$ cat src/design/cnn_cfg.svh
`ifndef CNN_CFG_SVH
`define CNN_CFG_SVH

// layer geometry
`define CNN_IMG_DIM     8
`define CNN_KER_DIM     5
`define CNN_PAD         2
`define CNN_POOL_DIM    4

// fixed point scaling of the mac sum
`define CNN_SHIFT       4

// host register map, byte offsets
`define CNN_AXI_ADDR_W  12
`define CNN_REG_CTRL    12'h000
`define CNN_REG_BIAS    12'h004
`define CNN_KER_BASE    12'h100
`define CNN_IMG_BASE    12'h200
`define CNN_RES_BASE    12'h300

`endif

$ cat src/design/cnn_pkg.sv
`include "cnn_cfg.svh"

package cnn_pkg;

    // picture value, weight, bias or pooled result
    typedef logic signed [7:0] pixel_t;

    // 25 products of 8x8 bits fit with margin
    typedef logic signed [19:0] acc_t;

    typedef logic [5:0] pix_addr_t;
    typedef logic [4:0] tap_t;
    typedef logic [3:0] pool_addr_t;

    typedef logic [`CNN_AXI_ADDR_W-1:0] axi_addr_t;
    typedef logic [31:0] axi_data_t;

    typedef enum logic [1:0] {
        LAYER_IDLE,
        LAYER_CONV,
        LAYER_DONE
    } layer_state_t;

endpackage

$ cat src/design/axil_slave.sv
`timescale 1ns/1ps
`include "cnn_cfg.svh"

module axil_slave (
    input  logic                clk,
    input  logic                reset,
    input  cnn_pkg::axi_addr_t  awaddr,
    input  logic                awvalid,
    output logic                awready,
    input  cnn_pkg::axi_data_t  wdata,
    input  logic [3:0]          wstrb,
    input  logic                wvalid,
    output logic                wready,
    output logic [1:0]          bresp,
    output logic                bvalid,
    input  logic                bready,
    input  cnn_pkg::axi_addr_t  araddr,
    input  logic                arvalid,
    output logic                arready,
    output cnn_pkg::axi_data_t  rdata,
    output logic [1:0]          rresp,
    output logic                rvalid,
    input  logic                rready,
    input  logic                busy,
    input  logic                done,
    input  cnn_pkg::pixel_t     res_data,
    output logic                img_we,
    output logic                ker_we,
    output logic                bias_we,
    output cnn_pkg::pix_addr_t  wr_index,
    output cnn_pkg::pixel_t     wr_data,
    output logic                start,
    output cnn_pkg::pool_addr_t res_addr
);
    localparam logic [9:0] CTRL_WORD = 10'(`CNN_REG_CTRL >> 2);
    localparam logic [9:0] BIAS_WORD = 10'(`CNN_REG_BIAS >> 2);
    localparam logic [9:0] KER_WORD  = 10'(`CNN_KER_BASE >> 2);
    localparam logic [9:0] IMG_WORD  = 10'(`CNN_IMG_BASE >> 2);
    localparam logic [9:0] RES_WORD  = 10'(`CNN_RES_BASE >> 2);
    localparam int KER_COUNT = `CNN_KER_DIM * `CNN_KER_DIM;
    localparam int IMG_COUNT = `CNN_IMG_DIM * `CNN_IMG_DIM;
    localparam int RES_COUNT = `CNN_POOL_DIM * `CNN_POOL_DIM;

    logic            w_ready;
    logic            wr_ok;
    logic [9:0]      wr_word;
    logic [9:0]      wr_ker_off;
    logic [9:0]      wr_img_off;
    logic [9:0]      rd_word;
    logic [9:0]      rd_ker_off;
    logic [9:0]      rd_img_off;
    logic [9:0]      rd_res_off;
    cnn_pkg::axi_data_t rd_mux;

    // readback copies of what was written into feature_mem
    cnn_pkg::pixel_t img_shadow [IMG_COUNT];
    cnn_pkg::pixel_t ker_shadow [KER_COUNT];
    cnn_pkg::pixel_t bias_shadow;

    function automatic logic in_region(logic [9:0] word, logic [9:0] base, int count);
        return (word >= base) && ((word - base) < count);
    endfunction

    function automatic cnn_pkg::axi_data_t sext(cnn_pkg::pixel_t p);
        return {{24{p[7]}}, p};
    endfunction

    assign awready = w_ready;
    assign wready  = w_ready;
    assign bresp   = 2'b00;
    assign rresp   = 2'b00;

    assign wr_word    = awaddr[`CNN_AXI_ADDR_W-1:2];
    assign wr_ker_off = wr_word - KER_WORD;
    assign wr_img_off = wr_word - IMG_WORD;

    // a write lands on the cycle both readies are up
    assign wr_ok   = w_ready && awvalid && wvalid && wstrb[0] && !busy;
    assign img_we  = wr_ok && in_region(wr_word, IMG_WORD, IMG_COUNT);
    assign ker_we  = wr_ok && in_region(wr_word, KER_WORD, KER_COUNT);
    assign bias_we = wr_ok && (wr_word == BIAS_WORD);
    assign start   = wr_ok && (wr_word == CTRL_WORD) && wdata[0];
    assign wr_data = wdata[7:0];
    assign wr_index = in_region(wr_word, KER_WORD, KER_COUNT) ? wr_ker_off[5:0]
                                                              : wr_img_off[5:0];

    assign rd_word    = araddr[`CNN_AXI_ADDR_W-1:2];
    assign rd_ker_off = rd_word - KER_WORD;
    assign rd_img_off = rd_word - IMG_WORD;
    assign rd_res_off = rd_word - RES_WORD;
    assign res_addr   = rd_res_off[3:0];

    always_comb begin
        rd_mux = '0;
        if (rd_word == CTRL_WORD)
            rd_mux = {30'b0, done, busy};
        else if (rd_word == BIAS_WORD)
            rd_mux = sext(bias_shadow);
        else if (in_region(rd_word, KER_WORD, KER_COUNT))
            rd_mux = sext(ker_shadow[rd_ker_off[4:0]]);
        else if (in_region(rd_word, IMG_WORD, IMG_COUNT))
            rd_mux = sext(img_shadow[rd_img_off[5:0]]);
        else if (in_region(rd_word, RES_WORD, RES_COUNT))
            rd_mux = sext(res_data);
    end

    always_ff @(posedge clk or posedge reset) begin
        if (reset) begin
            w_ready <= 1'b0;
            bvalid  <= 1'b0;
        end else begin
            if (w_ready) begin
                w_ready <= 1'b0;
                bvalid  <= 1'b1;
            end else if (awvalid && wvalid && !bvalid) begin
                w_ready <= 1'b1;
            end
            if (bvalid && bready)
                bvalid <= 1'b0;
        end
    end

    always_ff @(posedge clk or posedge reset) begin
        if (reset) begin
            arready <= 1'b0;
            rvalid  <= 1'b0;
            rdata   <= '0;
        end else begin
            if (arready) begin
                arready <= 1'b0;
                rvalid  <= 1'b1;
                rdata   <= rd_mux;
            end else if (arvalid && !rvalid) begin
                arready <= 1'b1;
            end
            if (rvalid && rready)
                rvalid <= 1'b0;
        end
    end

    always_ff @(posedge clk or posedge reset) begin
        if (reset) begin
            for (int i = 0; i < IMG_COUNT; i++)
                img_shadow[i] <= '0;
            for (int i = 0; i < KER_COUNT; i++)
                ker_shadow[i] <= '0;
            bias_shadow <= '0;
        end else begin
            if (img_we)
                img_shadow[wr_index] <= wr_data;
            if (ker_we)
                ker_shadow[wr_index[4:0]] <= wr_data;
            if (bias_we)
                bias_shadow <= wr_data;
        end
    end

endmodule

$ cat src/design/cnn_top.sv
`timescale 1ns/1ps

module cnn_top (
    input  logic                clk,
    input  logic                reset,
    input  cnn_pkg::axi_addr_t  awaddr,
    input  logic                awvalid,
    output logic                awready,
    input  cnn_pkg::axi_data_t  wdata,
    input  logic [3:0]          wstrb,
    input  logic                wvalid,
    output logic                wready,
    output logic [1:0]          bresp,
    output logic                bvalid,
    input  logic                bready,
    input  cnn_pkg::axi_addr_t  araddr,
    input  logic                arvalid,
    output logic                arready,
    output cnn_pkg::axi_data_t  rdata,
    output logic [1:0]          rresp,
    output logic                rvalid,
    input  logic                rready
);
    logic                img_we;
    logic                ker_we;
    logic                bias_we;
    cnn_pkg::pix_addr_t  wr_index;
    cnn_pkg::pixel_t     wr_data;
    logic                start;
    logic                conv_start;
    logic                busy;
    logic                done;
    cnn_pkg::pix_addr_t  img_addr;
    cnn_pkg::tap_t       ker_addr;
    cnn_pkg::pixel_t     img_data;
    cnn_pkg::pixel_t     ker_data;
    cnn_pkg::pixel_t     bias;
    logic                pix_valid;
    cnn_pkg::pixel_t     pix_data;
    logic                conv_done;
    cnn_pkg::pool_addr_t res_addr;
    cnn_pkg::pixel_t     res_data;

    axil_slave u_axil (
        .clk(clk), .reset(reset),
        .awaddr(awaddr), .awvalid(awvalid), .awready(awready),
        .wdata(wdata), .wstrb(wstrb), .wvalid(wvalid), .wready(wready),
        .bresp(bresp), .bvalid(bvalid), .bready(bready),
        .araddr(araddr), .arvalid(arvalid), .arready(arready),
        .rdata(rdata), .rresp(rresp), .rvalid(rvalid), .rready(rready),
        .busy(busy), .done(done), .res_data(res_data),
        .img_we(img_we), .ker_we(ker_we), .bias_we(bias_we),
        .wr_index(wr_index), .wr_data(wr_data),
        .start(start), .res_addr(res_addr)
    );

    feature_mem u_mem (
        .clk(clk), .reset(reset),
        .img_we(img_we), .ker_we(ker_we), .bias_we(bias_we),
        .wr_index(wr_index), .wr_data(wr_data),
        .img_addr(img_addr), .ker_addr(ker_addr),
        .img_data(img_data), .ker_data(ker_data), .bias(bias)
    );

    layer_ctrl u_ctrl (
        .clk(clk), .reset(reset),
        .start(start), .conv_done(conv_done),
        .conv_start(conv_start), .busy(busy), .done(done)
    );

    conv_engine u_conv (
        .clk(clk), .reset(reset), .conv_start(conv_start),
        .img_data(img_data), .ker_data(ker_data), .bias(bias),
        .img_addr(img_addr), .ker_addr(ker_addr),
        .pix_valid(pix_valid), .pix_data(pix_data), .conv_done(conv_done)
    );

    maxpool_unit u_pool (
        .clk(clk), .reset(reset), .conv_start(conv_start),
        .pix_valid(pix_valid), .pix_data(pix_data),
        .res_addr(res_addr), .res_data(res_data)
    );

endmodule

$ cat src/design/conv_engine.sv
`timescale 1ns/1ps
`include "cnn_cfg.svh"

module conv_engine (
    input  logic               clk,
    input  logic               reset,
    input  logic               conv_start,
    input  cnn_pkg::pixel_t    img_data,
    input  cnn_pkg::pixel_t    ker_data,
    input  cnn_pkg::pixel_t    bias,
    output cnn_pkg::pix_addr_t img_addr,
    output cnn_pkg::tap_t      ker_addr,
    output logic               pix_valid,
    output cnn_pkg::pixel_t    pix_data,
    output logic               conv_done
);
    localparam int LAST_TAP = `CNN_KER_DIM * `CNN_KER_DIM - 1;
    localparam int LAST_POS = `CNN_IMG_DIM * `CNN_IMG_DIM - 1;

    logic               running;
    logic               finish;
    cnn_pkg::pix_addr_t pos;
    cnn_pkg::tap_t      tap;
    logic [2:0]         kx;
    logic [2:0]         ky;
    cnn_pkg::acc_t      acc;
    logic signed [4:0]  src_y;
    logic signed [4:0]  src_x;
    logic               in_pad;
    logic signed [15:0] product;
    cnn_pkg::acc_t      shifted;
    cnn_pkg::acc_t      biased;
    cnn_pkg::pixel_t    sat_pix;

    // tap position relative to the output pixel, may fall in the border
    assign src_y = $signed({2'b00, pos[5:3]}) + $signed({2'b00, ky}) - $signed(5'(`CNN_PAD));
    assign src_x = $signed({2'b00, pos[2:0]}) + $signed({2'b00, kx}) - $signed(5'(`CNN_PAD));
    assign in_pad = (src_y < 0) || (src_y >= `CNN_IMG_DIM) ||
                    (src_x < 0) || (src_x >= `CNN_IMG_DIM);

    assign img_addr = {src_y[2:0], src_x[2:0]};
    assign ker_addr = tap;
    assign product  = img_data * ker_data;

    always_comb begin
        shifted = acc >>> `CNN_SHIFT;
        biased  = shifted + cnn_pkg::acc_t'(bias);
        if (biased > 127)
            sat_pix = 8'sd127;
        else if (biased < -128)
            sat_pix = -8'sd128;
        else
            sat_pix = biased[7:0];
    end

    always_ff @(posedge clk or posedge reset) begin
        if (reset) begin
            running   <= 1'b0;
            finish    <= 1'b0;
            pos       <= '0;
            tap       <= '0;
            kx        <= '0;
            ky        <= '0;
            acc       <= '0;
            pix_valid <= 1'b0;
            pix_data  <= '0;
            conv_done <= 1'b0;
        end else begin
            pix_valid <= 1'b0;
            conv_done <= 1'b0;
            if (conv_start) begin
                running <= 1'b1;
                finish  <= 1'b0;
                pos     <= '0;
                tap     <= '0;
                kx      <= '0;
                ky      <= '0;
                acc     <= '0;
            end else if (running && !finish) begin
                if (!in_pad)
                    acc <= acc + product;
                tap <= tap + 1'b1;
                if (kx == 3'(`CNN_KER_DIM - 1)) begin
                    kx <= '0;
                    ky <= ky + 1'b1;
                end else begin
                    kx <= kx + 1'b1;
                end
                if (tap == LAST_TAP)
                    finish <= 1'b1;
            end else if (running) begin
                // finishing cycle for this output pixel
                pix_valid <= 1'b1;
                pix_data  <= sat_pix;
                finish    <= 1'b0;
                tap       <= '0;
                kx        <= '0;
                ky        <= '0;
                acc       <= '0;
                if (pos == LAST_POS) begin
                    running   <= 1'b0;
                    conv_done <= 1'b1;
                end else begin
                    pos <= pos + 1'b1;
                end
            end
        end
    end

endmodule

$ cat src/design/feature_mem.sv
`timescale 1ns/1ps
`include "cnn_cfg.svh"

module feature_mem (
    input  logic               clk,
    input  logic               reset,
    input  logic               img_we,
    input  logic               ker_we,
    input  logic               bias_we,
    input  cnn_pkg::pix_addr_t wr_index,
    input  cnn_pkg::pixel_t    wr_data,
    input  cnn_pkg::pix_addr_t img_addr,
    input  cnn_pkg::tap_t      ker_addr,
    output cnn_pkg::pixel_t    img_data,
    output cnn_pkg::pixel_t    ker_data,
    output cnn_pkg::pixel_t    bias
);
    localparam int IMG_WORDS = `CNN_IMG_DIM * `CNN_IMG_DIM;
    localparam int KER_WORDS = `CNN_KER_DIM * `CNN_KER_DIM;

    cnn_pkg::pixel_t img_mem [IMG_WORDS];
    cnn_pkg::pixel_t ker_mem [KER_WORDS];
    cnn_pkg::pixel_t bias_reg;

    // one shared write port, selected by the three enables
    always_ff @(posedge clk or posedge reset) begin
        if (reset) begin
            for (int i = 0; i < IMG_WORDS; i++)
                img_mem[i] <= '0;
            for (int i = 0; i < KER_WORDS; i++)
                ker_mem[i] <= '0;
            bias_reg <= '0;
        end else begin
            if (img_we)
                img_mem[wr_index] <= wr_data;
            if (ker_we)
                ker_mem[cnn_pkg::tap_t'(wr_index)] <= wr_data;
            if (bias_we)
                bias_reg <= wr_data;
        end
    end

    // combinational reads for the convolver
    assign img_data = img_mem[img_addr];
    assign ker_data = ker_mem[ker_addr];
    assign bias     = bias_reg;

endmodule

$ cat src/design/layer_ctrl.sv
`timescale 1ns/1ps

module layer_ctrl (
    input  logic clk,
    input  logic reset,
    input  logic start,
    input  logic conv_done,
    output logic conv_start,
    output logic busy,
    output logic done
);
    cnn_pkg::layer_state_t state;

    always_ff @(posedge clk or posedge reset) begin
        if (reset) begin
            state      <= cnn_pkg::LAYER_IDLE;
            conv_start <= 1'b0;
        end else begin
            conv_start <= 1'b0;
            case (state)
                cnn_pkg::LAYER_IDLE, cnn_pkg::LAYER_DONE: begin
                    if (start) begin
                        state      <= cnn_pkg::LAYER_CONV;
                        conv_start <= 1'b1;
                    end
                end
                cnn_pkg::LAYER_CONV: begin
                    if (conv_done)
                        state <= cnn_pkg::LAYER_DONE;
                end
                default: state <= cnn_pkg::LAYER_IDLE;
            endcase
        end
    end

    // done holds until the next start
    assign busy = (state == cnn_pkg::LAYER_CONV);
    assign done = (state == cnn_pkg::LAYER_DONE);

endmodule

$ cat src/design/maxpool_unit.sv
`timescale 1ns/1ps
`include "cnn_cfg.svh"

module maxpool_unit (
    input  logic                clk,
    input  logic                reset,
    input  logic                conv_start,
    input  logic                pix_valid,
    input  cnn_pkg::pixel_t     pix_data,
    input  cnn_pkg::pool_addr_t res_addr,
    output cnn_pkg::pixel_t     res_data
);
    localparam int RES_WORDS = `CNN_POOL_DIM * `CNN_POOL_DIM;

    cnn_pkg::pix_addr_t  pos;
    cnn_pkg::pixel_t     hold;
    cnn_pkg::pixel_t     row_buf [`CNN_POOL_DIM];
    cnn_pkg::pixel_t     res_mem [RES_WORDS];
    cnn_pkg::pixel_t     pair_max;
    cnn_pkg::pixel_t     block_max;
    logic [1:0]          col_pair;
    cnn_pkg::pool_addr_t wr_addr;

    assign col_pair  = pos[2:1];
    assign wr_addr   = {pos[5:4], pos[2:1]};
    assign pair_max  = (pix_data > hold) ? pix_data : hold;
    assign block_max = (pair_max > row_buf[col_pair]) ? pair_max : row_buf[col_pair];
    assign res_data  = res_mem[res_addr];

    // even column waits for its partner, even rows park the pair max
    always_ff @(posedge clk) begin
        if (pix_valid) begin
            if (!pos[0])
                hold <= pix_data;
            else if (!pos[3])
                row_buf[col_pair] <= pair_max;
        end
    end

    always_ff @(posedge clk or posedge reset) begin
        if (reset) begin
            pos <= '0;
            for (int i = 0; i < RES_WORDS; i++)
                res_mem[i] <= '0;
        end else if (conv_start) begin
            pos <= '0;
        end else if (pix_valid) begin
            pos <= pos + 1'b1;
            // odd row, odd column closes a 2x2 block
            if (pos[0] && pos[3])
                res_mem[wr_addr] <= block_max;
        end
    end

endmodule

$ cat config.mk
export PLATFORM = sky130hd
export DESIGN_NAME = cnn_top
export DESIGN_NICKNAME = d
export VERILOG_FILES = /design/src/design/cnn_pkg.sv /design/src/design/axil_slave.sv /design/src/design/cnn_top.sv /design/src/design/conv_engine.sv /design/src/design/feature_mem.sv /design/src/design/layer_ctrl.sv /design/src/design/maxpool_unit.sv
export VERILOG_INCLUDE_DIRS = /design/src /design/src/design
export SDC_FILE = /design/constraint.sdc
export NUM_CORES = 2
export LEC_CHECK = 0
export BUFFER_PORTS_ARGS = -buffer_cell sky130_fd_sc_hd__buf_2
export CAP_MARGIN = 20
export CORE_MARGIN = 2
export CORE_UTILIZATION = 60
export CTS_BUF_LIST = sky130_fd_sc_hd__clkbuf_2
export CTS_CLUSTER_DIAMETER = 120
export CTS_CLUSTER_SIZE = 8
export DETAILED_ROUTE_END_ITERATION = 10
export PLACE_DENSITY = 0.76
export SYNTH_ARGS = -nofsm -noshare
export SYNTH_HDL_FRONTEND = slang
export SYNTH_HIERARCHICAL = 1
export SYNTH_SLANG_ARGS = --single-unit
$ cat constraint.sdc
create_clock -name clk -period 31.7 [get_ports clk]
set_input_delay 4.755 -clock clk [delete_from_list [all_inputs] [get_ports clk]]
set_output_delay 4.755 -clock clk [all_outputs]
set_load 0.005 [all_outputs]
==> impl_summary.log <==
[metrics] run status: completed
[metrics] HP Class: reg -> reg
[metrics] portion of synthesized cell area occupied by the leading cell type: 49.3%
[metrics] cell area after layout: 85900 sq um
[metrics] initial antenna violation count: 4
[metrics] Residual DRC: 0
[metrics] count leader, synth: sky130_fd_sc_hd__dfrtp_1
[metrics] net count reported at finish: 5947
[metrics] Initial Util: 60.4%
[metrics] total via count in the routed design: 48858
[metrics] Leakage Power: 0.0422 uW
[metrics] share of layout cells above drive strength 1: 43.3%
[metrics] areal power density over the cells: 38.4 nW/um^2
[metrics] post-CTS sizing: 0
[metrics] area after detailed placement: 84300 sq um
[metrics] cells taking the most area after synthesis: sky130_fd_sc_hd__dfrtp_1 49%, sky130_fd_sc_hd__mux2_2 21%, sky130_fd_sc_hd__mux4_2 9.8%
[metrics] aggregate global-route resource usage: 28.0%
[metrics] clock transition at the registers of the reported paths: 140 ps
[metrics] slew at the pin closest to its max-slew limit: 1220 ps
[metrics] placed wire-length estimate: 124000 microns
[metrics] FFs w/ async S/R, synth: 97.6%
[metrics] total grt overflow: 0
[metrics] TritonCTS buffer count: 228
[metrics] Worst Clk Skew: 133 ps
[metrics] final worst hold slack: 488 ps
[metrics] IO Port Bufs: 72
[metrics] number of max-cap violations: 0
[metrics] required time at the endpoint of the critical path: 33260 ps
[metrics] CTS root buffer: sky130_fd_sc_hd__clkbuf_2
[metrics] first-pass GRT wire length: 304000 microns
[metrics] synthesis-to-layout area growth: 3.36%
[metrics] full die area: 142000 sq um
[metrics] post-route setup slack: 22280 ps
[metrics] unrepaired setup endpoints after global routing: no
[metrics] number of warnings issued by yosys: 6
[metrics] H-tree levels: 4
[metrics] crit path time final: 9420 ps
[metrics] clock tree sinks: 1678
[metrics] Die Y: 376 microns
[metrics] final wirelength: 194000 microns
[metrics] Max Transition Viols Final: 0
[metrics] number of I/O pins: 108
[metrics] number of buffers inserted by post-CTS setup repair: 0
[metrics] largest buffer count on any clock path: 3
[metrics] final antenna-violating net count: 0
[metrics] Hold-fix buffers, CTS: 0
[metrics] Synth cell types: 110
[metrics] wire length per cell after detailed routing: 25.8 microns
[metrics] launching element type of the critical path: flip-flop
[metrics] hold violation count in the final report: 0
[metrics] cell type contributing the most total cell area after synthesis: sky130_fd_sc_hd__dfrtp_1
[metrics] final estimated routing congestion in global placement: 0.872
[metrics] Worst Path Class, Setup: reg -> reg
[metrics] Max VDD drop: 31.3 uV
[metrics] worst slack at placement: 22280 ps
[metrics] highest net fanout along the worst path: 33
[metrics] Netlist Area Pre-Place: 83100 sq um
[metrics] area of the core region: 137000 sq um
[metrics] insertion delay to the later sink of the worst-skew pair: 1720 ps
[metrics] Worst EP arrival: 10980 ps
[metrics] Mapped Cells: 5735
[metrics] final setup vio count: 0
[metrics] placed instance count: 7246
[metrics] maximum frequency from static timing analysis: 0.106 GHz
[metrics] number of detailed-routing iterations run before antenna repair: 6
[metrics] Commonest cells post-synth: 1638 x sky130_fd_sc_hd__dfrtp_1, 1542 x sky130_fd_sc_hd__mux2_2, 362 x sky130_fd_sc_hd__mux4_2
[metrics] registers with the highest flip-flop counts: u_axil/img_shadow: 512 flops, u_mem/img_mem: 512 flops
[metrics] final total negative setup slack: 0 ps
[metrics] Non-Filler Instances: 7518
[metrics] total number of placement rows: 136
[metrics] via density per instance: 6.50
[metrics] TritonCTS clock tree: done
[metrics] Final Cycle Share: 29.7%
[metrics] DRC violation total after the first TritonRoute iteration: 3722
[metrics] syn avg cell area: 14.5 sq um
[metrics] Post-synth EDFFs: 40
[metrics] register area share after synthesis: 50.8%
[metrics] relative max-transition margin: 18.4%
[metrics] Largest stage delay, worst path: 680 ps
[metrics] Critical-path top delay cell: sky130_fd_sc_hd__and2_1
[metrics] Worst path most repeated cell: sky130_fd_sc_hd__fa_1
[metrics] number of global-route vias before repair: 50847
[metrics] die span in x: 376 microns
[metrics] Synth Flop Type: sky130_fd_sc_hd__dfrtp_1
[metrics] number of register bits inferred by synthesis: 1678
[metrics] largest net degree at the start of global routing: 201
[metrics] critical path capture point type: flip-flop
[per-stage QoR]
step / utilization (%) / power, uW
floorplan: - / 2310
global placement: 61.3 / 2370
detailed placement: 61.3 / 2370
CTS: 62.4 / 3340
global route: 62.5 / 3440
finish: 62.5 / 3300
[layout by cell type, fill, tap and decap left out, types with 23 or more instances in the layout]
cell	instances
sky130_fd_sc_hd__dfrtp_1	1636
sky130_fd_sc_hd__mux2_2	1542
sky130_fd_sc_hd__mux4_2	362
sky130_fd_sc_hd__clkbuf_2	239
sky130_fd_sc_hd__nand2_1	225
sky130_fd_sc_hd__nor2_1	174
sky130_fd_sc_hd__inv_1	166
sky130_fd_sc_hd__mux2i_1	107
sky130_fd_sc_hd__ha_1	99
sky130_fd_sc_hd__fa_1	91
sky130_fd_sc_hd__a21oi_1	81
sky130_fd_sc_hd__o21ai_0	65
sky130_fd_sc_hd__nand3_1	62
sky130_fd_sc_hd__buf_4	60
sky130_fd_sc_hd__buf_2	60
sky130_fd_sc_hd__and2_1	41
sky130_fd_sc_hd__o22ai_1	40
sky130_fd_sc_hd__edfxtp_1	40
sky130_fd_sc_hd__a22oi_1	36
sky130_fd_sc_hd__nand2b_1	32
sky130_fd_sc_hd__mux2_4	31
sky130_fd_sc_hd__xor2_1	25
sky130_fd_sc_hd__nor3_1	23
sky130_fd_sc_hd__nor3_4	23
sky130_fd_sc_hd__nor3_2	23
[cell type report]
type | count | area [sq um]
inverters | 175 | 674
fillers | 10376 | 51600
diodes | 12 | 30.0
repair buffers | 139 | 1090
clock inverters | 16 | 288
multi-input cells | 3465 | 38200
clock buffers | 239 | 1200
flip-flops and latches | 1678 | 42200
well taps | 1794 | 2240
[power breakdown]
| part | internal (uW) | switching, uW | total [uW] |
|---|---|---|---|
| sequential | 2150 | 8.11 | 2160 |
| combinational | 38.6 | 135 | 174 |
| clock | 261 | 705 | 966 |
| total | 2450 | 849 | 3300 |
[worst max-delay path: cells and delay by family, from the launching register on]
family	cells	cell delay, ps
fa+ha+maj	9	3720
mux	1	260
flops	1	430
buf+inv	8	1430
compound gates	7	1960
simple gates	5	1480
[kinds of logic (layout without fill, tap and decap cells)]
family,count (synthesis),after routing,synth area share [%]
fa+ha+maj,193,193,3.73
mux,2062,2062,33.2
simple gates,756,756,4.85
other cells,1,16,0.00451
buf+inv,595,569,3.38
xor+xnor,47,47,0.495
compound gates,403,403,3.60
flops,1678,1678,50.8
[path summary, 6_finish.rpt]
kind	start	endpoint	slack, ps	cells after the start
min in group asynchronous	reset	u_ctrl/state[1]	3120	2
worst max-delay path	u_conv/pos[1]	u_conv/acc[19]	22280	30
worst min-delay path	u_ctrl/state[0]	u_ctrl/conv_start	490	1
worst min register to register	u_ctrl/state[0]	u_ctrl/conv_start	490	1
max in group asynchronous	reset	u_axil/img_shadow[227]	25690	4
worst max register to register	u_conv/pos[1]	u_conv/acc[19]	22280	30
[metal layers]
layer | up-vias | GRT usage (%) | part of all wire [%]
met4 | 2 | 10.6 | 3.7
met2 | 1568 | 44.4 | 48
met3 | 414 | 5.20 | 6.2
met1 | 25982 | 38.7 | 42
met5 | - | 0 | 0.0057
li1 | 20892 | - | -
Power figures use the tool's default switching activity.
